### config.mk
export PLATFORM = sky130hd
export DESIGN_NAME = lsu_port
export DESIGN_NICKNAME = d
export VERILOG_FILES = /design/src/design/mem_pkg.sv /design/src/design/lsu_port.sv
export VERILOG_INCLUDE_DIRS = /design/src /design/src/design
export SDC_FILE = /design/constraint.sdc
export NUM_CORES = 1
export LEC_CHECK = 0
export BUFFER_PORTS_ARGS = -buffer_cell sky130_fd_sc_hd__buf_2
export CAP_MARGIN = 20
export CORE_AREA = 2 2 102 104
export CTS_CLUSTER_DIAMETER = 60
export DETAILED_ROUTE_END_ITERATION = 10
export DIE_AREA = 0 0 104 106
export HOLD_SLACK_MARGIN = 0.15
export PLACE_DENSITY = 0.82
export RECOVER_POWER = 25
export SLEW_MARGIN = 40
export SYNTH_ARGS = -nofsm -noshare
export SYNTH_HDL_FRONTEND = slang
export SYNTH_SLANG_ARGS = --single-unit
### constraint.sdc
create_clock -name clk -period 7.35 [get_ports clk]
set_clock_uncertainty 0.15 [all_clocks]
set_input_delay 1.1025 -clock clk [delete_from_list [all_inputs] [get_ports clk]]
set_output_delay 1.1025 -clock clk [all_outputs]
set_load 0.01 [all_outputs]
### src/design/mem_config.svh
`ifndef MEM_CONFIG_SVH
`define MEM_CONFIG_SVH

// bus widths
`define MEM_ADDR_W 32
`define MEM_DATA_W 32

// sram geometry, depth in words
`define SRAM_DEPTH_LOG2 10
`define SRAM_BASE 32'h8000_0000

// cycles from accepted request to response valid, at least 1
`define SRAM_LATENCY 2

`endif
### src/design/mem_pkg.sv
`include "mem_config.svh"

package mem_pkg;

    typedef enum logic [1:0] {
        OKAY   = 2'd0,
        SLVERR = 2'd2
    } axi_resp_e;

    typedef enum logic [1:0] {
        SIZE_B = 2'd0,
        SIZE_H = 2'd1,
        SIZE_W = 2'd2
    } lsu_size_e;

    // lane 0 is bits 7:0
    typedef union packed {
        logic [`MEM_DATA_W-1:0]           word;
        logic [`MEM_DATA_W/8-1:0][7:0]    lane;
    } mem_word_u;

endpackage

### src/design/lsu_port.sv
`include "mem_config.svh"

module lsu_port import mem_pkg::*; (
    input  logic                     clk,
    input  logic                     rst,

    input  logic                     lsu_req,
    input  logic                     lsu_we,
    input  logic [`MEM_ADDR_W-1:0]   lsu_addr,
    input  lsu_size_e                lsu_size,
    input  logic                     lsu_unsigned,
    input  logic [`MEM_DATA_W-1:0]   lsu_wdata,
    output logic                     lsu_busy,
    output logic                     lsu_done,
    output logic [`MEM_DATA_W-1:0]   lsu_rdata,
    output logic                     lsu_err,

    output logic [`MEM_ADDR_W-1:0]   m_araddr,
    output logic                     m_arvalid,
    input  logic                     m_arready,
    input  logic [`MEM_DATA_W-1:0]   m_rdata,
    input  axi_resp_e                m_rresp,
    input  logic                     m_rvalid,
    output logic                     m_rready,
    output logic [`MEM_ADDR_W-1:0]   m_awaddr,
    output logic                     m_awvalid,
    input  logic                     m_awready,
    output logic [`MEM_DATA_W-1:0]   m_wdata,
    output logic [`MEM_DATA_W/8-1:0] m_wstrb,
    output logic                     m_wvalid,
    input  logic                     m_wready,
    input  axi_resp_e                m_bresp,
    input  logic                     m_bvalid,
    output logic                     m_bready
);

    typedef enum logic [1:0] {IDLE, ISSUE, RESP} lsu_state_e;

    lsu_state_e               state;
    logic                     we_q;
    logic                     uns_q;
    lsu_size_e                size_q;
    logic [`MEM_ADDR_W-1:0]   addr_q;
    mem_word_u                st_word;
    logic [`MEM_DATA_W/8-1:0] st_strb;
    mem_word_u                ld_word;
    logic [7:0]               ld_byte;
    logic [15:0]              ld_half;
    logic [`MEM_DATA_W-1:0]   ld_ext;
    logic                     start;
    logic                     req_hs;
    logic                     r_hs;
    logic                     b_hs;

    assign start     = lsu_req && state == IDLE;
    assign req_hs    = m_arvalid && m_arready || m_awvalid && m_awready && m_wvalid && m_wready;
    assign r_hs      = m_rvalid && m_rready;
    assign b_hs      = m_bvalid && m_bready;
    assign lsu_busy  = state != IDLE;
    assign m_araddr  = addr_q;
    assign m_awaddr  = addr_q;
    assign m_arvalid = state == ISSUE && !we_q;
    assign m_awvalid = state == ISSUE && we_q;
    assign m_wvalid  = state == ISSUE && we_q;  // aw and w go together
    assign m_rready  = state == RESP;
    assign m_bready  = state == RESP;

    // store data moved into its lane(s)
    always_comb begin
        st_word = '0;
        st_strb = '0;
        case (lsu_size)
            SIZE_B: begin
                st_word.lane[lsu_addr[1:0]] = lsu_wdata[7:0];
                st_strb[lsu_addr[1:0]]      = 1'b1;
            end
            SIZE_H: begin
                st_word.lane[{lsu_addr[1], 1'b0}] = lsu_wdata[7:0];
                st_word.lane[{lsu_addr[1], 1'b1}] = lsu_wdata[15:8];
                st_strb = lsu_addr[1] ? 4'b1100 : 4'b0011;
            end
            default: begin
                st_word.word = lsu_wdata;
                st_strb      = '1;
            end
        endcase
    end

    // load lane pick and extension
    always_comb begin
        ld_word.word = m_rdata;
        ld_byte      = ld_word.lane[addr_q[1:0]];
        ld_half      = {ld_word.lane[{addr_q[1], 1'b1}], ld_word.lane[{addr_q[1], 1'b0}]};
        case (size_q)
            SIZE_B:  ld_ext = {{(`MEM_DATA_W-8){ld_byte[7] & ~uns_q}}, ld_byte};
            SIZE_H:  ld_ext = {{(`MEM_DATA_W-16){ld_half[15] & ~uns_q}}, ld_half};
            default: ld_ext = ld_word.word;
        endcase
    end

    always_ff @(posedge clk or posedge rst) begin
        if (rst) begin
            state    <= IDLE;
            lsu_done <= 1'b0;
        end else begin
            lsu_done <= 1'b0;
            case (state)
                IDLE:  if (lsu_req) state <= ISSUE;
                ISSUE: if (req_hs) state <= RESP;
                RESP: begin
                    if (r_hs || b_hs) begin
                        state    <= IDLE;
                        lsu_done <= 1'b1;
                    end
                end
                default: state <= IDLE;
            endcase
        end
    end

    always_ff @(posedge clk) begin
        if (start) begin
            we_q    <= lsu_we;
            uns_q   <= lsu_unsigned;
            size_q  <= lsu_size;
            addr_q  <= lsu_addr;
            m_wdata <= st_word.word;
            m_wstrb <= st_strb;
        end
        if (r_hs) begin
            lsu_rdata <= ld_ext;
            lsu_err   <= (m_rresp != OKAY);
        end
        if (b_hs) begin
            lsu_rdata <= '0;
            lsu_err   <= (m_bresp != OKAY);
        end
    end

endmodule

==> results.yml <==
sta:
  rsz0062_at_grt: "no"
  final_max_slew_viol_count: 23
  setup_viol: 0
  tightest_slew_ps: 1890
  hold_viol_final: 0
  clock.fmax_mhz: 284
  tns_ps: 0
  relSlewSlack: -0.267
  finalCritPeriodShare: 0.479
  fin_hold_ws_ps: 305
  period_needed_ps: 3520
  fin_ws_ps: 3830
clocking:
  htree_num_levels: 3
  ctsHoldBuffers: 0
  cts_sinks: 108
  cts_resized: 0
  cts_inserted_buffers: 9
  clk_latency_ps: 360
  clk_transition_reported_paths_ps: 100
  cts_tree: "yes"
  cts_setup_buffers: 0
  clockRootBuffer: "clkbuf_8"
  clockBufferDepth: 2
grt:
  antenna_found_initial: 0
  gr-total-overflow: 0
  grt_pass1_wl_mm: 19.9
  grt_max_degree: 52
  grt_use_total: 0.230
  grt_pass1_vias: 3738
cells_and_area:
  nNetsFinal: 740
  area_delta_synth_final_pct: 26.7
  stdcell_count: 769
  drive_gt1_frac: 0.428
  fin_util: 0.603
  diodes: 0
  stdcell_area_sq_mm: 0.00603
yosys:
  ys_top_cells_by_area: "edfxtp_1, dfxtp_1, buf_4"
  syn_area_sq_mm: 0.00476
  yosysTopAreaCell: "edfxtp_1"
  synth_commonest_cells: "edfxtp_1, nand2_1, o21ai_0"
  netlist.area_leader.share: 0.461
  ys.flop_type: "edfxtp_1"
  ys_seq_elements: 108
  ys_seq_area_frac: 0.611
  synth_cells: 421
  synth-warning-count: 0
  yosysUniqueCellTypes: 36
  synth_most_common_cell: "edfxtp_1"
  synth_area_per_cell_sq_um: 11.3
  synth.net_count: 533
  synthArstFlopShare: 0.0278
  synth_edf_count: 73
placed_design:
  place_congestion: 0.902
  dp_cells: 753
  dp_hpwl_mm: 9.97
  placed_area_sq_mm: 0.00587
  port_buffers: 251
  dp_slack_ps: 4360
critical_path:
  worstPathArrival_ps: 3380
  path_class: "primary input to flop"
  cp_slowest_cell: "nor2_1"
  crit_path_cell_trace: "buf_2 -> inv_1 -> nor2_1 -> buf_4"
  critPathMaxFanout: 51
  cp.required_ps: 7210
  startpoint_type: "primary input"
  critPathBufInv: 3
  critical_path.max_stage_delay_ps: 1400
  critical_path.top_delay_family: "simple AND/OR/NAND/NOR gates"
  end_kind: "flop"
pwr:
  power.share.sequential: 0.482
  power_frac_comb: 0.341
  clkPwrFrac: 0.176
  intPower_mw: 1.24
  power.total_mw: 1.95
  vdd_ir_drop_max_v: 0.000134
  power.switching_mw: 0.700
  powerDensity_mw_per_mm2: 323
  switching_share: 0.360
  power.leakage_nw: 2.70
floorplan:
  rows: 37
  die-area_sq_mm: 0.0110
  coreArea_sq_mm: 0.0100
  die_h_um: 106
  start_util: 0.476
  die-width_um: 104
  io_pins: 252
detailed_routing:
  wire_per_inst_um: 17.3
  drc: 0
  drtAntennaViolNets: 0
  vias: 4020
  drt_iter0_drc: 335
  dr.pass1.iters: 5
  avgViaCountPerCell: 5.23
  routed_wl_mm: 13.3
outcome:
  violations: "capacitance limit, slew limit"
  status: "complete, but fails checks"
worst_hold_path:
  min_path_type: "flop to flop"
job:
  drv_cap: 1
[kinds of logic (layout without fill, tap and decap cells)]
family                 after synthesis  count (layout)  share of synthesized area
buffers and inverters               70             282                     0.0855
multiplexers                         9               9                     0.0234
flip-flops                         108             108                      0.611
AND/OR/NAND/NOR                    124             124                      0.120
AO/OA/AOI/OAI                      110             110                      0.159
[registers in the layout, indices dropped and copies added (netlist names)]
| signal | count |
|---|---|
| lsu_done | 1 |
| lsu_err | 1 |
| lsu_rdata | 32 |
| m_araddr | 32 |
| m_wdata | 32 |
| m_wstrb | 4 |
| size_q | 2 |
| state | 2 |
| uns_q | 1 |
| we_q | 1 |
[layer usage]
layer  wire [um]  up-vias  part of all wire  GRT usage
met5           0        -                 0          0
met4         300        0             0.022     0.0994
met2        6720      202              0.50      0.379
met1        5230     1893              0.39      0.286
met3        1080       27             0.081     0.0619
li1            -     1898                 -          -
[placed cells by master, fill, tap and decap left out, types with 11 or more instances in the layout]
| master | synthesis | routed |
|---|---|---|
| a22oi_1 | 16 | 16 |
| nor2_1 | 16 | 15 |
| edfxtp_1 | 73 | 73 |
| a21oi_1 | 21 | 21 |
| nand2b_1 | 11 | 11 |
| inv_1 | 12 | 12 |
| clkbuf_1 | 18 | 13 |
| a32o_1 | 14 | 14 |
| nand2_1 | 66 | 66 |
| o21ai_0 | 35 | 35 |
| buf_2 | 1 | 239 |
| dfxtp_1 | 32 | 32 |
[worst paths after layout]
check | startpoint | slack [ps] | to | cells after the start
worst max-delay path | lsu_req | 3830 | m_araddr[19]$_DFFE_PP_ | 4
worst min-delay path | lsu_rdata[15]$_SDFFE_PP0P_ | 310 | lsu_rdata[15]$_SDFFE_PP0P_ | 2
worst max register to register | state[1]$_DFFE_PP0P_ | 3920 | m_araddr[19]$_DFFE_PP_ | 3
worst min register to register | lsu_rdata[15]$_SDFFE_PP0P_ | 310 | lsu_rdata[15]$_SDFFE_PP0P_ | 2
max in group asynchronous | rst | 6480 | state[0]$_DFFE_PP0P_ | 2
min in group asynchronous | rst | 440 | state[1]$_DFFE_PP0P_ | 2
[worst reg2reg max path, cell delays in order (launching register included)]
cell	delay (ps)
dfrtp_1	420
or2_2	340
nor2_1	1400
buf_4	750
[layout make-up]
cell class	instances	area [sq um]
timing repair buffer	254	1270
inverter	12	45.0
tap	136	170
fill	863	3970
clock buffer	10	128
multi-input combinational	243	1450
clock inverter	6	53.8
sequential	108	2910
[power by group through the flow]
stage / Clock (mW) / Sequential (mW) / Combinational (mW)
after floorplan: 0 / 1.02 / 0.345
after global placement: 0 / 0.949 / 0.643
after detailed placement: 0 / 0.948 / 0.670
after CTS: 0.348 / 0.936 / 0.673
after global routing: 0.370 / 0.954 / 0.722
final: 0.343 / 0.938 / 0.664
Power figures use the tool's default switching activity.
