## src/design/mem_config.svh

```systemverilog
`ifndef MEM_CONFIG_SVH
`define MEM_CONFIG_SVH

// bus widths
`define MEM_ADDR_W 32
`define MEM_DATA_W 32

// sram geometry, depth in words
`define SRAM_DEPTH_LOG2 10
`define SRAM_BASE 32'h8000_0000

// cycles from accepted request to response valid, at least 1
`define SRAM_LATENCY 2

`endif
```

## src/design/mem_pkg.sv

```systemverilog
`include "mem_config.svh"

package mem_pkg;

    typedef enum logic [1:0] {
        OKAY   = 2'd0,
        SLVERR = 2'd2
    } axi_resp_e;

    typedef enum logic [1:0] {
        SIZE_B = 2'd0,
        SIZE_H = 2'd1,
        SIZE_W = 2'd2
    } lsu_size_e;

    // lane 0 is bits 7:0
    typedef union packed {
        logic [`MEM_DATA_W-1:0]           word;
        logic [`MEM_DATA_W/8-1:0][7:0]    lane;
    } mem_word_u;

endpackage

```

## src/design/axi_arbiter.sv

```systemverilog
`include "mem_config.svh"

module axi_arbiter import mem_pkg::*; (
    input  logic                     clk,
    input  logic                     rst,

    input  logic [`MEM_ADDR_W-1:0]   m1_araddr,
    input  logic                     m1_arvalid,
    output logic                     m1_arready,
    output logic [`MEM_DATA_W-1:0]   m1_rdata,
    output axi_resp_e                m1_rresp,
    output logic                     m1_rvalid,
    input  logic                     m1_rready,
    input  logic [`MEM_ADDR_W-1:0]   m1_awaddr,
    input  logic                     m1_awvalid,
    output logic                     m1_awready,
    input  logic [`MEM_DATA_W-1:0]   m1_wdata,
    input  logic [`MEM_DATA_W/8-1:0] m1_wstrb,
    input  logic                     m1_wvalid,
    output logic                     m1_wready,
    output axi_resp_e                m1_bresp,
    output logic                     m1_bvalid,
    input  logic                     m1_bready,

    input  logic [`MEM_ADDR_W-1:0]   m2_araddr,
    input  logic                     m2_arvalid,
    output logic                     m2_arready,
    output logic [`MEM_DATA_W-1:0]   m2_rdata,
    output axi_resp_e                m2_rresp,
    output logic                     m2_rvalid,
    input  logic                     m2_rready,
    input  logic [`MEM_ADDR_W-1:0]   m2_awaddr,
    input  logic                     m2_awvalid,
    output logic                     m2_awready,
    input  logic [`MEM_DATA_W-1:0]   m2_wdata,
    input  logic [`MEM_DATA_W/8-1:0] m2_wstrb,
    input  logic                     m2_wvalid,
    output logic                     m2_wready,
    output axi_resp_e                m2_bresp,
    output logic                     m2_bvalid,
    input  logic                     m2_bready,

    output logic [`MEM_ADDR_W-1:0]   s_araddr,
    output logic                     s_arvalid,
    input  logic                     s_arready,
    input  logic [`MEM_DATA_W-1:0]   s_rdata,
    input  axi_resp_e                s_rresp,
    input  logic                     s_rvalid,
    output logic                     s_rready,
    output logic [`MEM_ADDR_W-1:0]   s_awaddr,
    output logic                     s_awvalid,
    input  logic                     s_awready,
    output logic [`MEM_DATA_W-1:0]   s_wdata,
    output logic [`MEM_DATA_W/8-1:0] s_wstrb,
    output logic                     s_wvalid,
    input  logic                     s_wready,
    input  axi_resp_e                s_bresp,
    input  logic                     s_bvalid,
    output logic                     s_bready
);

    typedef enum logic [1:0] {FREE, WAIT, BUSY} port_state_e;

    port_state_e m1_state;
    port_state_e m2_state;
    logic        gnt_m2;        // 0 = fetch side, 1 = lsu side
    logic        own_lock;

    function automatic port_state_e step(port_state_e cur, logic req_hs, logic req_v,
                                         logic rsp_hs);
        if (req_hs)
            return BUSY;
        if (req_v)
            return WAIT;
        if (rsp_hs)
            return FREE;
        return cur;
    endfunction

    always_ff @(posedge clk or posedge rst) begin
        if (rst) begin
            m1_state <= FREE;
            m2_state <= FREE;
        end else begin
            m1_state <= step(m1_state,
                m1_arvalid && m1_arready || m1_awvalid && m1_awready && m1_wvalid && m1_wready,
                m1_arvalid || m1_awvalid && m1_wvalid,
                m1_rvalid && m1_rready || m1_bvalid && m1_bready);
            m2_state <= step(m2_state,
                m2_arvalid && m2_arready || m2_awvalid && m2_awready && m2_wvalid && m2_wready,
                m2_arvalid || m2_awvalid && m2_wvalid,
                m2_rvalid && m2_rready || m2_bvalid && m2_bready);
        end
    end

    // owner keeps the bus from its request handshake until its response
    assign own_lock = (gnt_m2 ? m2_state : m1_state) == BUSY
                   || s_arvalid && s_arready
                   || s_awvalid && s_awready && s_wvalid && s_wready;

    always_ff @(posedge clk or posedge rst) begin
        if (rst)
            gnt_m2 <= 1'b0;
        else if (!own_lock)
            gnt_m2 <= !(m1_state == WAIT || m2_state == FREE);  // m1 wins ties
    end

    // requests from the granted master
    assign s_araddr  = gnt_m2 ? m2_araddr  : m1_araddr;
    assign s_arvalid = gnt_m2 ? m2_arvalid : m1_arvalid;
    assign s_rready  = gnt_m2 ? m2_rready  : m1_rready;
    assign s_awaddr  = gnt_m2 ? m2_awaddr  : m1_awaddr;
    assign s_awvalid = gnt_m2 ? m2_awvalid : m1_awvalid;
    assign s_wdata   = gnt_m2 ? m2_wdata   : m1_wdata;
    assign s_wstrb   = gnt_m2 ? m2_wstrb   : m1_wstrb;
    assign s_wvalid  = gnt_m2 ? m2_wvalid  : m1_wvalid;
    assign s_bready  = gnt_m2 ? m2_bready  : m1_bready;

    // responses back to the owner only, zero elsewhere
    assign m1_arready = s_arready && !gnt_m2;
    assign m1_rdata   = gnt_m2 ? '0 : s_rdata;
    assign m1_rresp   = gnt_m2 ? OKAY : s_rresp;
    assign m1_rvalid  = s_rvalid && !gnt_m2;
    assign m1_awready = s_awready && !gnt_m2;
    assign m1_wready  = s_wready && !gnt_m2;
    assign m1_bresp   = gnt_m2 ? OKAY : s_bresp;
    assign m1_bvalid  = s_bvalid && !gnt_m2;

    assign m2_arready = s_arready && gnt_m2;
    assign m2_rdata   = gnt_m2 ? s_rdata : '0;
    assign m2_rresp   = gnt_m2 ? s_rresp : OKAY;
    assign m2_rvalid  = s_rvalid && gnt_m2;
    assign m2_awready = s_awready && gnt_m2;
    assign m2_wready  = s_wready && gnt_m2;
    assign m2_bresp   = gnt_m2 ? s_bresp : OKAY;
    assign m2_bvalid  = s_bvalid && gnt_m2;

endmodule

```

## config.mk

```make
export PLATFORM = sky130hd
export DESIGN_NAME = axi_arbiter
export DESIGN_NICKNAME = d
export VERILOG_FILES = /design/src/design/mem_pkg.sv /design/src/design/axi_arbiter.sv
export VERILOG_INCLUDE_DIRS = /design/src /design/src/design
export SDC_FILE = /design/constraint.sdc
export NUM_CORES = 1
export LEC_CHECK = 0
export BUFFER_PORTS_ARGS = -buffer_cell sky130_fd_sc_hd__buf_2
export CAP_MARGIN = 0
export CORE_AREA = 5 5 167 169
export DETAILED_ROUTE_END_ITERATION = 6
export DIE_AREA = 0 0 172 174
export PLACE_DENSITY = 0.38
export REMOVE_ABC_BUFFERS = 1
export SLEW_MARGIN = 5
export SYNTH_ARGS = -nofsm -noshare
export SYNTH_HDL_FRONTEND = slang
export SYNTH_SLANG_ARGS = --single-unit
```

## constraint.sdc

```tcl
create_clock -name clk -period 2.75 [get_ports clk]
set_input_delay 0.55 -clock clk [delete_from_list [all_inputs] [get_ports clk]]
set_output_delay 0.55 -clock clk [all_outputs]
set_load 0.01 [all_outputs]
```

==> results.md <==
- Worst setup margin: 506 ps
- DRC: 0
- Diode count: 0
- Placed cells: 1005
- Synth Register Bits: 5
- Fin crit period: 2240 ps
- DR vias: 3422
- Total setup buffers inserted after CTS: 0
- Setup crit start: gnt_m2$_DFFE_PP0N_
- Sink Count: 5
- Most frequent cells in the layout: 439 x buf_2, 102 x mux2_2, 41 x nor2b_1, 41 x and2_1, 7 x nand2_1
- Chip Height: 174 µm
- Clock transition at the registers of the reported paths: 30 ps
- Gp weighted congestion: 0.833
- Area contributors post-synth: mux2_2 54%, and2_1 12%, nor2b_1 12%
- Port Buffers: 439
- Final net count: 922
- Drt via density: 3.39
- Synth cell types: 24
- Hold Crit Class: in2async
- Dpl cell area: 4690 µm²
- Post-synth top area share: 0.541
- RSZ-0062 raised after global routing: false
- Commonest non-fill, non-tap cell in the layout: buf_2
- Worst Skew: 1.06 ps
- TritonCTS clock tree: yes
- Mapped Area: 2120 µm²
- Hold_buf cts: 0
- Largest net degree at the start of global routing: 102
- Max_cap viols: 0
- Worst slack, placed: 738 ps
- Worst EP required: 2200 ps
- Min Hold Slack: 218 ps
- Initial DRT Pass Iterations: 4
- Worst skew pair latency: 230 ps
- Max IR drop VDD: 0.276 mV
- Drt total wl: 13200 µm
- Row count: 60
- Pins Over Slew Limit: 0
- Die area: 29900 µm²
- Setup violations, final: 0
- Layout area overhead: 124%
- PostCTS Resize Cnt: 0
- Status: finished, final reports clean
- Layout cells sized above 1: 0.829
- Max clock buf depth: 2
- Die W: 172 µm
- Reg-to-Reg Start: gnt_m2$_DFFE_PP0N_
- Tot Pwr: 3.25 mW
- Dominant cell type by area after synthesis: mux2_2
- Worst-Margin Slew: 462 ps
- Leakage: 2.62 nW
- Final Hold Fails: 0
- Mapped Cells: 244
- Layout Cells excl Fill: 1009
- Ports: 440
- Starting Density: 0.0804
- Core box area: 26400 µm²
- Initial antenna violation count: 4
- YS warnings: 0
- Sequential share of the synthesized area: 0.0589
- Fmax: 446 MHz
- Crit Path Class: reg2out
- DP HPWL: 12000 µm
- Root Driver: clkbuf_16
- First-pass GRT wire length: 18200 µm
- Rel. slew slack: 0.692
- CTS Buf Count: 3
- DRT antenna net count: 0
- CP max FO: 101
- Wirelength per Cell: 13.0 µm
- H-tree depth: 1
- P per Cell Area: 682 nW/µm²
- First DRT Iteration DRCs: 57
- Fin crit share: 0.816
- Crit end category: output pin
- Arr. time, crit path: 1690 ps
- CP Launch Type: register
- Finished Cell Area: 4770 µm²
- Avg Inst Size Synth: 8.71 µm²
- GRT Overall Usage: 0.0758
- Number of global-route vias before repair: 3475
- Remaining global-route overflow: 0
metal layers:
| metal | vias to the layer above | routed length (µm) | share of wire | GRT usage |
|---|---|---|---|---|
| met5 | - | 68 | 0.0052 | 0 |
| li1 | 1694 | - | - | - |
| met3 | 18 | 1490 | 0.11 | 0.0193 |
| met4 | 8 | 165 | 0.013 | 0.0167 |
| met1 | 1478 | 4710 | 0.36 | 0.0812 |
| met2 | 224 | 6720 | 0.51 | 0.147 |
synthesized netlist by cell type:
master    count
nand2_1       7
nand2b_1      1
a32o_1        1
dfrtp_1       5
nor2_1        1
buf_4         2
mux2_4        4
nor2b_1      41
and2_1       41
a21oi_1       4
a22oi_1       2
inv_1         3
nand4_1       1
buf_2        11
o32a_1        1
nand2_2       1
o211ai_1      1
a22o_1        1
mux2_2      102
o211ai_2      1
clkbuf_1      8
buf_6         1
o21ai_0       3
a21o_1        1
through the flow:
stage	util	TNS [ps]
6_report	0.180	0
5_1_grt	0.180	0
4_1_cts	0.180	0
3_5_place_dp	0.177	0
3_3_place_gp	0.177	0
2_1_floorplan	-	-358770
layout make-up:
| cell class | instances | area [µm²] |
|---|---|---|
| fill | 3027 | 21700 |
| sequential | 5 | 129 |
| timing repair buffer | 442 | 2240 |
| multi-input combinational | 214 | 1880 |
| clock buffer | 4 | 78.8 |
| inverter | 3 | 11.3 |
| tap | 341 | 427 |
worst max-delay path: stages, from the launching register on:
cell and delay (ps):
dfrtp_4 490, buf_12 340, mux2_2 390, buf_2 150
sequential cells by signal, summed over array words and instances, names as in the netlist:
| name | flops |
|---|---|
| gnt_m2 | 1 |
| m1_state | 2 |
| m2_state | 2 |
worst paths after layout:
kind	cells after the start	end	slack [ps]
setup / recovery	3	s_wstrb[3]	510
hold reg to reg	2	m1_state[1]$_DFFE_PP0P_	530
max in group asynchronous	2	gnt_m2$_DFFE_PP0N_	2330
setup reg to reg	5	gnt_m2$_DFFE_PP0N_	1080
min in group clk	2	m1_state[1]$_DFFE_PP0P_	530
hold / removal	2	m1_state[1]$_DFFE_PP0P_	220
cells by family (layout without fill, tap and decap cells):
logic type | Yosys count | count (layout) | share of synthesized area
flip-flops | 5 | 5 | 0.0589
AND/OR/NAND/NOR | 93 | 93 | 0.264
buffers and inverters | 25 | 449 | 0.0577
multiplexers | 106 | 106 | 0.569
AO/OA/AOI/OAI | 15 | 15 | 0.0501
where the power goes:
group	switching [mW]	leakage, nW	internal [mW]
sequential	0.0398	0.0583	0.104
combinational	1.43	2.52	1.44
clock	0.0465	0.0382	0.192
No activity file was read; power rests on OpenSTA's default activity.
