`config.mk`:
```
export PLATFORM = sky130hd
export DESIGN_NAME = fetch_port
export DESIGN_NICKNAME = d
export VERILOG_FILES = /design/src/design/mem_pkg.sv /design/src/design/fetch_port.sv
export VERILOG_INCLUDE_DIRS = /design/src /design/src/design
export SDC_FILE = /design/constraint.sdc
export NUM_CORES = 1
export LEC_CHECK = 0
export BUFFER_PORTS_ARGS = -buffer_cell sky130_fd_sc_hd__buf_2
export CAP_MARGIN = 20
export CORE_MARGIN = 5
export CORE_UTILIZATION = 45
export CTS_BUF_LIST = sky130_fd_sc_hd__clkbuf_8
export DETAILED_ROUTE_END_ITERATION = 12
export PLACE_DENSITY_LB_ADDON = 0.08
export SLEW_MARGIN = 5
export SYNTH_ARGS = -nofsm -noshare
export SYNTH_HDL_FRONTEND = slang
export SYNTH_SLANG_ARGS = --single-unit
```
`constraint.sdc`:
```
create_clock -name clk -period 4.5 [get_ports clk]
set_input_delay 0.225 -clock clk [delete_from_list [all_inputs] [get_ports clk]]
set_output_delay 0.225 -clock clk [all_outputs]
set_load 0.1 [all_outputs]
```
`src/design/mem_config.svh`:
```
`ifndef MEM_CONFIG_SVH
`define MEM_CONFIG_SVH

// bus widths
`define MEM_ADDR_W 32
`define MEM_DATA_W 32

// sram geometry, depth in words
`define SRAM_DEPTH_LOG2 10
`define SRAM_BASE 32'h8000_0000

// cycles from accepted request to response valid, at least 1
`define SRAM_LATENCY 2

`endif
```
`src/design/mem_pkg.sv`:
```
`include "mem_config.svh"

package mem_pkg;

    typedef enum logic [1:0] {
        OKAY   = 2'd0,
        SLVERR = 2'd2
    } axi_resp_e;

    typedef enum logic [1:0] {
        SIZE_B = 2'd0,
        SIZE_H = 2'd1,
        SIZE_W = 2'd2
    } lsu_size_e;

    // lane 0 is bits 7:0
    typedef union packed {
        logic [`MEM_DATA_W-1:0]           word;
        logic [`MEM_DATA_W/8-1:0][7:0]    lane;
    } mem_word_u;

endpackage

```
`src/design/fetch_port.sv`:
```
`include "mem_config.svh"

module fetch_port import mem_pkg::*; (
    input  logic                   clk,
    input  logic                   rst,

    input  logic                   fetch_req,
    input  logic [`MEM_ADDR_W-1:0] fetch_pc,
    output logic                   fetch_busy,
    output logic [`MEM_DATA_W-1:0] inst,
    output logic                   inst_valid,
    output logic                   inst_err,

    output logic [`MEM_ADDR_W-1:0] m_araddr,
    output logic                   m_arvalid,
    input  logic                   m_arready,
    input  logic [`MEM_DATA_W-1:0] m_rdata,
    input  axi_resp_e              m_rresp,
    input  logic                   m_rvalid,
    output logic                   m_rready
);

    logic start;
    logic r_done;

    assign start    = fetch_req && !fetch_busy;
    assign r_done   = m_rvalid && m_rready;
    assign m_rready = fetch_busy;               // always sink the response

    // busy is the whole state: idle or waiting on the bus
    always_ff @(posedge clk or posedge rst) begin
        if (rst) begin
            fetch_busy <= 1'b0;
            m_arvalid  <= 1'b0;
            inst_valid <= 1'b0;
        end else begin
            inst_valid <= 1'b0;
            if (start) begin
                fetch_busy <= 1'b1;
                m_arvalid  <= 1'b1;
            end else begin
                if (m_arvalid && m_arready)
                    m_arvalid <= 1'b0;          // address taken
                if (r_done) begin
                    fetch_busy <= 1'b0;
                    inst_valid <= 1'b1;
                end
            end
        end
    end

    always_ff @(posedge clk) begin
        if (start)
            m_araddr <= fetch_pc;
        if (r_done) begin
            inst     <= m_rdata;
            inst_err <= (m_rresp != OKAY);
        end
    end

endmodule

```
==> reports/qor.yml, run 1 <==
logic_synthesis:
  synth.largest_area_cell: "edfxtp_1"
  netlist_top_cells_area: "edfxtp_1, dfrtp_1, and2_4, nor2b_2, a21o_1"
  synth_top_area_share: 0.9341
  syn_avg_cell_area_sq_um: 26.79
  synth_warnings: 0
  netlist_instances: 78
  synth_fp_nets: 149
  ys_ff_latch: 68
  synthDistinctLibCells: 11
  syn_area_sq_mm: 0.002090
  ys_seq_area_frac: 0.9701
detailed_routing:
  ant_nets: 0
  vias_per_cell: 4.437
  wl_per_cell_microns: 15.74
  drt-total-wl_mm: 4.503
  drt_iter0_markers: 69
  vias: 1269
  drc: 0
  drt_pass1_iterations: 4
clock_tree:
  htree_levels: 3
  clockBufferDepth: 2
  cts_root_buf: "clkbuf_8"
  cts_tree: "done"
  clk_pin_slew_ns: 0.07
  cts_made_buffers: 9
  clkLatencyLatePin_ns: 0.33
  cts_setup_buffers: 0
  clkSinkCount: 68
placed_design:
  dp_hpwl_mm: 3.562
  gp_congestion: 0.7020
  place_ws_ns: 3.221
  io_buffers: 139
  place_inst: 269
timing:
  setup-violations-final: 0
  worst_slew_pin_slew_ns: 0.5028
  setup_tns_ns: 0
  max-slew-margin-rel: 0.6671
  final-max-slew-violation-count: 0
  rsz0062_at_grt: "false"
  fmax_mhz: 695.0
  fin_ws_ns: 3.061
  period_needed_ns: 1.439
  finalHoldViolations: 0
  skew_ns: 0.007614
  timing.final.crit_share: 0.3197
power_and_ir_drop:
  irDropWorstVdd_mv: 0.4259
  power_density_mw_per_mm2: 533.4
  power_mw: 1.623
  leakage_nw: 1.333
floorplan:
  die_x_microns: 78.14
  initial_core_util: 0.4702
  ioPinCount: 140
  coreArea_sq_mm: 0.004444
  die_h_microns: 78.14
  die_area_sq_mm: 0.006106
  row_count: 24
finish:
  drive_above_1_share: 0.6709
  area_growth_pct: 45.63
  finalNetCount: 300
  instances_no_fill: 286
  n_antenna_cell: 0
flow_run:
  cap_viol_max_count: 0
setup_path:
  cp-end-kind: "output pin"
  r2r_end: "m_araddr[29]"
  r2r-start: "fetch_busy"
  critical_path_depth: 1
  crit_buf_inv: 1
  critPathKind: "register to output pin"
  reg2reg_slack_ns: 3.23
  crit_required_ns: 4.28
  slowest_delay_ns: 0.46
  ff2ff_path_depth: 2
  cp-startpoint: "fetch_busy"
  slowest_stage: "buf_2"
  critical-path-top-delay-family: "buffers and inverters"
  worst_setup_path_start_kind: "register"
  crit_end: "fetch_busy"
  path_cells: "buf_2"
  worstPathArrival_ns: 1.21
  critPathMaxFanout: 6
hold_path:
  holdCritPathClass: "input port to register"
global_route:
  antenna_found_initial: 0
  grt_use_total: 0.1518
  grt_pass1_wl_mm: 6.851
  grt_max_degree: 35
  gr-total-overflow: 0
  grt_pass1_vias: 1392
run_status:
  status: "completed"
through the flow:
step	instance area [sq um]	util	hold slack (ns)
global route	3043	0.6847	0.03779
global placement	2850	0.6413	0.09017
finish	3043	0.6847	0.06461
floorplan	2090	-	-0.02136
detailed placement	2850	0.6413	0.1136
CTS	3043	0.6847	0.04932
cells in the final DEF, fill, tap and decap left out:
master / Yosys / final
buf_4: 1 / 1
clkinv_2: 0 / 2
edfxtp_1: 65 / 65
clkinvlp_4: 0 / 1
nor2_1: 1 / 1
nor2b_2: 1 / 1
and2_4: 1 / 1
nor2_2: 1 / 1
buf_2: 0 / 139
a21o_1: 1 / 1
or2_2: 1 / 1
bufinv_16: 0 / 1
dfrtp_1: 3 / 3
clkinv_1: 0 / 2
and2_1: 1 / 1
dlygate4sd3_1: 0 / 1
clkbuf_8: 0 / 9
inv_1: 2 / 3
area by class of cell:
type / instances / area (sq um)
Timing Repair Buffer: 141 / 713.2
Clock inverter: 7 / 58.81
Inverter: 2 / 7.507
Tap cell: 52 / 65.06
Sequential cell: 68 / 2027
Clock buffer: 9 / 123.9
Multi-Input combinational cell: 7 / 47.55
Fill cell: 326 / 1401
synthesized netlist by cell type, drive strengths merged:
cell	instances
a21o	1
and2	2
buf	1
dfrtp	3
edfxtp	65
inv	2
nor2	2
nor2b	1
or2	1
flip-flops by register name, indices dropped and copies added (netlist names):
signal and flops:
m_araddr 32, fetch_busy 1, inst_valid 1, inst_err 1, m_arvalid 1, inst 32
per-layer routing:
layer | vias up | track usage | wire length (microns)
li1 | 603 | - | -
met1 | 580 | 0.1479 | 1481
met2 | 78 | 0.2620 | 2378
met3 | 8 | 0.08924 | 577
met4 | 0 | 0.06294 | 66
met5 | - | 0 | 0
kinds of logic after synthesis:
logic type	after synthesis	synth area share
flip-flops	68	0.9701
AND/OR/NAND/NOR	6	0.01917
buffers and inverters	3	0.007188
AO/OA/AOI/OAI	1	0.003594
timing repair:
item	4_1_cts	5_1_grt
hold buffers	1	0
gates resized for setup	0	0
endpoints found under the hold margin	3	0
how the worst min path moves through the flow:
stage	startpoint	to	slack, ns	cells past startpoint
finish	fetch_pc[5]	m_araddr[5]	0.06	1
global placement	rst	m_arvalid	0.09	2
detailed placement	rst	m_arvalid	0.11	2
global route	fetch_pc[5]	m_araddr[5]	0.04	1
CTS	fetch_pc[5]	m_araddr[5]	0.05	1
floorplan	rst	fetch_busy	-0.02	1
where the power goes:
group | internal, mW | switching (mW) | leakage (nW) | total, mW
registers | 0.749 | 0.0111 | 0.646 | 0.760
clock network | 0.248 | 0.202 | 0.0953 | 0.450
logic | 0.0538 | 0.360 | 0.592 | 0.413
(Power assumes the default switching activity.)
==> run 2, diff against run 1 <==
--- a/config.mk
+++ b/config.mk
@@ -6,10 +6,11 @@
 export SDC_FILE = /design/constraint.sdc
 export NUM_CORES = 1
 export LEC_CHECK = 0
+export ABC_AREA = 1
 export BUFFER_PORTS_ARGS = -buffer_cell sky130_fd_sc_hd__buf_2
 export CAP_MARGIN = 20
 export CORE_MARGIN = 5
-export CORE_UTILIZATION = 45
+export CORE_UTILIZATION = 42
 export CTS_BUF_LIST = sky130_fd_sc_hd__clkbuf_8
 export DETAILED_ROUTE_END_ITERATION = 12
 export PLACE_DENSITY_LB_ADDON = 0.08
==> constraint.sdc (replaced) <==
create_clock -name clk -period 1.5 [get_ports clk]
set_input_delay 0.075 -clock clk [delete_from_list [all_inputs] [get_ports clk]]
set_output_delay 0.075 -clock clk [all_outputs]
set_load 0.1 [all_outputs]
==> run 2 against run 1 <==
Against the previous run: final cell count rose by 31%; worst hold slack better by 0.096 ns; clock power rose to 3.0 times the previous value; power rose to 3.1 times the previous value; critical path depth is 3 higher; register-to-register slack got worse by 3.0 ns; critical endpoint is now inst_err.
==> reports/qor.yml, run 2 <==
run_status:
  status: "completed"
clock_tree:
  clkLatencyLatePin_ns: 0.32  # about the same
  htree_levels: 3  # unchanged
  cts_made_buffers: 9  # unchanged
  cts_resized: 0  # unchanged
  clk_pin_slew_ns: 0.07  # about the same
  clockBufferDepth: 2  # unchanged
  cts_tree: "done"
  clkSinkCount: 68  # unchanged
  cts_setup_buffers: 0  # unchanged
  cts_root_buf: "clkbuf_8"
setup_path:
  crit_buf_inv: 3  # +2
  reg2reg_slack_ns: 0.20  # -3.03 ns
  critPathMaxFanout: 1  # -5
  worst_setup_path_start_kind: "input port"
  ff2ff_path_depth: 4  # +2
  slowest_stage: "dlygate4sd3_1"
  path_cells: "dlygate4sd3_1 > buf_2 > or2_1 > dlygate4sd3_1"
  worstPathArrival_ns: 1.48  # +0.27 ns
  critPathKind: "input port to register"
  cpMostUsedCell: "dlygate4sd3_1"
  critical-path-top-delay-family: "buffers and inverters"
  slowest_delay_ns: 0.55  # +0.09 ns
  crit_required_ns: 1.57  # -2.71 ns
  r2r-start: "fetch_busy"
  cp-end-kind: "register"
  r2r_end: "m_arvalid"
floorplan:
  die_x_microns: 80.51  # +3.0%
  die_h_microns: 80.51  # +3.0%
  die_area_sq_mm: 0.006482  # +6.2%
  ioPinCount: 140  # unchanged
  coreArea_sq_mm: 0.004786  # +7.7%
  row_count: 25  # +4.2%
  initial_core_util: 0.4363  # -0.03382
logic_synthesis:
  syn_area_sq_mm: 0.002088  # about the same
  synth_edf_count: 65  # unchanged
  muxShareOfSynthArea: 0  # unchanged
  synth_warnings: 0  # unchanged
  ys.flop_type: "edfxtp_1"
  netlist_instances: 82  # +5.1%
  ys_async_sr_fraction: 0.04412  # unchanged
  synth-xor-area-share: 0  # unchanged
  synth.largest_area_cell: "edfxtp_1"
  ys_seq_area_frac: 0.9706  # about the same
  synthSimpleGateAreaFrac: 0.01498  # -0.004183
  netlist_top_cells_area: "edfxtp_1, dfrtp_1, inv_1, nand2_1, buf_4"
  synthTopCellsByCount: "edfxtp_1, inv_1, nand2_1, dfrtp_1"
  synthDistinctLibCells: 9  # -2
  synth-compound-area-share: 0  # -0.003593
  synth_fa_ha_area_frac: 0  # unchanged
  synth.most_common_cell: "edfxtp_1"
  synth_fp_nets: 153  # +2.7%
  synth_top_area_share: 0.9347  # about the same
  synth_top_family_by_area: "simple AND/OR/NAND/NOR gates"
  ys_ff_latch: 68  # unchanged
  syn_avg_cell_area_sq_um: 25.47  # -4.9%
timing:
  setup-violations-final: 0  # unchanged
  fmax_mhz: 710.8
  max-slew-margin-rel: 0.6628  # -0.004368
  period_needed_ns: 1.407
  timing.final.crit_share: 0.9379
  skew_ns: 0.007188  # -0.0004259 ns
  setup_tns_ns: 0  # unchanged
  finalHoldViolations: 0  # unchanged
  final-max-slew-violation-count: 0  # unchanged
  worst_slew_pin_slew_ns: 0.5094  # +0.006597 ns
  rsz0062_at_grt: "false"
placed_design:
  place_inst: 288  # +7.1%
  gp_congestion: 0.6763  # -3.7%
  io_buffers: 139  # unchanged
  dp_hpwl_mm: 3.480  # -2.3%
  place_area_sq_mm: 0.002893  # +1.5%
hold_path:
  holdCritPathClass: "input port to asynchronous set/reset pin"
finish:
  finalNetCount: 374  # +25%
  largestRegisters: "inst x32, m_araddr x32"
  n_antenna_cell: 0  # unchanged
  area_growth_pct: 81.31
  stdcell_area_sq_mm: 0.003786  # +24%
  layout_commonest_cell: "buf_2"
  drive_above_1_share: 0.5162  # -0.1547
  instances_no_fill: 375  # +31%
  layout_common_cells: "buf_2, dlygate4sd3_1, edfxtp_1"
global_route:
  antenna_found_initial: 0  # unchanged
  grt_pass1_vias: 1777  # +28%
  grt_pass1_wl_mm: 8.466  # +24%
  grt_use_total: 0.1848  # +0.03306
  grt_max_degree: 35  # unchanged
  gr-total-overflow: 0  # unchanged
detailed_routing:
  ant_nets: 0  # unchanged
  vias_per_cell: 4.205  # -5.2%
  drt_pass1_iterations: 4  # unchanged
  drc: 0  # unchanged
  drt-total-wl_mm: 5.759  # +28%
  drt_iter0_markers: 62  # -10%
  wl_per_cell_microns: 15.36  # -2.5%
  vias: 1577  # +24%
power_and_ir_drop:
  power_density_mw_per_mm2: 1332  # +150%
  power_mw: 5.042  # +210%
  irDropWorstVdd_mv: 0.9096  # +110%
  leakage_nw: 1.638  # +23%
flow_run:
  cap_viol_max_count: 0  # unchanged
==> run 2: power breakdown <==
group / internal, mW / leakage (nW) / total, mW / switching, mW
Combinational: 0.288 / 0.898 / 1.41 / 1.12
Clock: 0.744 / 0.0953 / 1.35 / 0.607
Sequential: 2.25 / 0.645 / 2.29 / 0.0370
Total: 3.28 / 1.64 / 5.04 / 1.76
==> run 2: per-stage QoR <==
step                      hold slack, ns  worst slack (ns)    util
final                             0.1602           0.09308  0.7911
after global routing              0.1546           0.05561  0.7911
after CTS                         0.1443            0.1464  0.7911
after detailed placement        -0.05179            0.2871  0.6044
after global placement          -0.06240            0.3244  0.6044
after floorplan                  -0.1713          -0.07273       -
==> run 2: timing repair <==
item	4_1_cts	5_1_grt
endpoints found under the setup margin	0	0
hold buffers	71	0
endpoints found under the hold margin	71	0
==> run 2: cells by family after synthesis <==
group / count (synthesis)
DFF: 68
and+or+nand+nor: 7
buffers and inverters: 7
==> run 2: how the worst max path moves through the flow <==
stage | endpoint | slack [ns] | cells past startpoint | start
finish | inst_err | 0.09 | 4 | m_rresp[0]
global route | inst_err | 0.06 | 4 | m_rresp[0]
CTS | inst_err | 0.15 | 4 | m_rresp[0]
detailed placement | inst[12] | 0.29 | 2 | fetch_busy
global placement | inst[12] | 0.32 | 2 | fetch_busy
floorplan | m_araddr[0] | -0.07 | 3 | fetch_busy
==> run 2: area by class of cell <==
type | instances | area, sq um
clock buffer | 9 | 123.9
clock inverter | 7 | 58.81
fill | 270 | 999.7
inverter | 6 | 28.78
multi-input combinational | 7 | 33.78
sequential | 68 | 2031
tap | 67 | 83.83
timing repair buffer | 211 | 1426
==> run 2: layer usage <==
layer,share of wire,up-vias,track usage
li1,-,750,-
met1,0.32,737,0.1591
met2,0.57,86,0.3651
met3,0.10,4,0.06726
met4,0.0096,0,0.08615
met5,0,-,0
==> run 2: worst register-to-register path, delay by kind of cell, from the launching register on <==
kind                   cells  cell delay (ns)
buffers and inverters      2             0.60
flip-flops                 1             0.51
AND/OR/NAND/NOR            2             0.13
==> run 3, diff against run 2 <==
--- a/config.mk
+++ b/config.mk
@@ -9,8 +9,10 @@
 export ABC_AREA = 1
 export BUFFER_PORTS_ARGS = -buffer_cell sky130_fd_sc_hd__buf_2
 export CAP_MARGIN = 20
+export CELL_PAD_IN_SITES_DETAIL_PLACEMENT = 0
+export CELL_PAD_IN_SITES_GLOBAL_PLACEMENT = 1
 export CORE_MARGIN = 5
-export CORE_UTILIZATION = 42
+export CORE_UTILIZATION = 33
 export CTS_BUF_LIST = sky130_fd_sc_hd__clkbuf_8
 export DETAILED_ROUTE_END_ITERATION = 12
 export PLACE_DENSITY_LB_ADDON = 0.08
==> run 3 against run 2 <==
Against the previous run: count of clock-buffer cells in the layout unchanged; worst hold slack worse by 0.14 ns; critical path depth unchanged; core utilization down 18 points; power up 0.21%; fmax up 0.54%; worst setup slack better by 0.0075 ns; combinational power about the same; non-clock buffer count down 1.
==> reports/qor.yml, run 3 (same netlist as run 2, synthesis figures left out) <==
setup_path:
  reg2reg_slack_ns: 0.24  # +0.04 ns
  r2r-start: "fetch_busy"
  crit_required_ns: 1.58  # about the same
  cp-end-kind: "register"
  critPathMaxFanout: 1  # unchanged
  worstPathArrival_ns: 1.48  # about the same
  critPathKind: "input port to register"
  worst_setup_path_start_kind: "input port"
  r2r_end: "m_arvalid"
  ff2ff_path_depth: 4  # unchanged
clock_tree:
  cts_root_buf: "clkbuf_8"
  clk_pin_slew_ns: 0.07  # about the same
  clkLatencyLatePin_ns: 0.32  # about the same
  cts_made_buffers: 9  # unchanged
  htree_levels: 3  # unchanged
  cts_tree: "done"
  cts_resized: 0  # unchanged
  clockBufferDepth: 2  # unchanged
  cts_setup_buffers: 0  # unchanged
  clkSinkCount: 68  # unchanged
timing:
  timing.final.crit_share: 0.9330  # -0.004993
  worst_slew_pin_slew_ns: 0.5041  # -0.005250 ns
  fmax_mhz: 714.6  # +0.54%
  setup-violations-final: 0  # unchanged
  finalHoldViolations: 0  # unchanged
  period_needed_ns: 1.399  # -0.007490 ns
  rsz0062_at_grt: "false"
  final-max-slew-violation-count: 0  # unchanged
  setup_tns_ns: 0  # unchanged
  fin_ws_ns: 0.1006  # +0.007490 ns
  max-slew-margin-rel: 0.6662  # +0.003475
  skew_ns: 0.006586  # -0.0006018 ns
  worst_hold_slack_ns: 0.02107  # -0.1391 ns
floorplan:
  coreArea_sq_mm: 0.006241  # +30%
  initial_core_util: 0.3346  # -0.1017
  die_area_sq_mm: 0.008019  # +24%
  die_h_microns: 89.55  # +11%
  ioPinCount: 140  # unchanged
  row_count: 29  # +16%
  die_x_microns: 89.55  # +11%
run_status:
  status: "completed"
global_route:
  grt_pass1_wl_mm: 7.624  # -9.9%
  grt_pass1_vias: 1646  # -7.4%
  gr-total-overflow: 0  # unchanged
  antenna_found_initial: 0  # unchanged
  grt_use_total: 0.1339  # -0.05094
  grt_max_degree: 35  # unchanged
detailed_routing:
  vias_per_cell: 3.961  # -5.8%
  wl_per_cell_microns: 14.01  # -8.8%
  drt_iter0_markers: 55  # -11%
  drc: 0  # unchanged
  dr_wl_met3_microns: 598  # +3.1%
  ant_nets: 0  # unchanged
  drt_pass1_iterations: 4  # unchanged
  drt-total-wl_mm: 5.381  # -6.6%
  top_layer_used: "met4"
  m1WireLength_mm: 1.953  # +6.8%
  wl_met2_mm: 2.781  # -16%
  vias: 1521  # -3.6%
hold_path:
  worstHoldStart: "m_rvalid"
  holdCritPathClass: "input port to register"
  holdPathEnd: "inst_valid"
  hold_depth: 3
power_and_ir_drop:
  power_mw: 5.053  # +0.21%
  leakage_nw: 1.634  # -0.25%
  power_density_mw_per_mm2: 1334  # +0.14%
  irDropWorstVdd_mv: 0.7739  # -15%
finish:
  multi_input_area_sq_um: 33.78  # unchanged
  largestRegisters: "inst x32, m_araddr x32"
  layout_commonest_cell: "buf_2"
  layout_common_cells: "buf_2, dlygate4sd3_1, edfxtp_1"
  regArea_sq_mm: 0.002031  # unchanged
  final_util: 0.6071  # -0.1841
  area_growth_pct: 81.43  # about the same
  n_fill_cell: 509  # +89%
  stdcell_area_sq_mm: 0.003789  # about the same
  n_antenna_cell: 0  # unchanged
  drive_above_1_share: 0.5179  # +0.001682
  instances_no_fill: 384  # +2.4%
  finalNetCount: 373  # -0.27%
placed_design:
  gp_congestion: 0.6554  # -3.1%
  place_inst: 298  # +3.5%
  place_area_sq_mm: 0.002905  # +0.43%
  io_buffers: 139  # unchanged
  dp_hpwl_mm: 3.520  # +1.2%
  place_ws_ns: 0.2641  # -0.02300 ns
flow_run:
  cap_viol_max_count: 0  # unchanged
## run 3: area by class of cell
class                           count  area share
Timing Repair Buffer              210      0.3738
Multi-Input combinational cell      7    0.008917
Sequential cell                    68      0.5360
Clock buffer                        9     0.03269
Tap cell                           77     0.02543
Clock inverter                      7     0.01552
Inverter                            6    0.007596
## run 3: repair_timing
item / CTS / global route
endpoints found under the hold margin: 70 / 0
hold buffers: 70 / 0
setup endpoints to repair: 0 / 0
## run 3: power breakdown
part           internal [mW]  switching, mW
combinational          0.286           1.11
sequential              2.25         0.0358
clock                  0.744          0.626
## run 3: layer usage
metal  global-route usage  vias up
li1                     -      749
met2               0.2360       85
met5                    0        -
met1               0.1376      683
met3              0.04424        4
met4              0.07713        0
## run 3: critical path, stage by stage
cell and delay, ns:
dlygate4sd3_1 0.52, buf_2 0.11, or2_1 0.22, dlygate4sd3_1 0.55
## run 3: how the worst max path moves through the flow
stage	end	from	slack (ns)	cells past startpoint
CTS	inst_err	m_rresp[1]	0.13	4
global placement	inst[17]	fetch_busy	0.31	2
floorplan	m_araddr[0]	fetch_busy	-0.07	3
finish	inst_err	m_rresp[1]	0.10	4
global route	inst_err	m_rresp[1]	0.11	4
detailed placement	inst[22]	fetch_busy	0.26	2
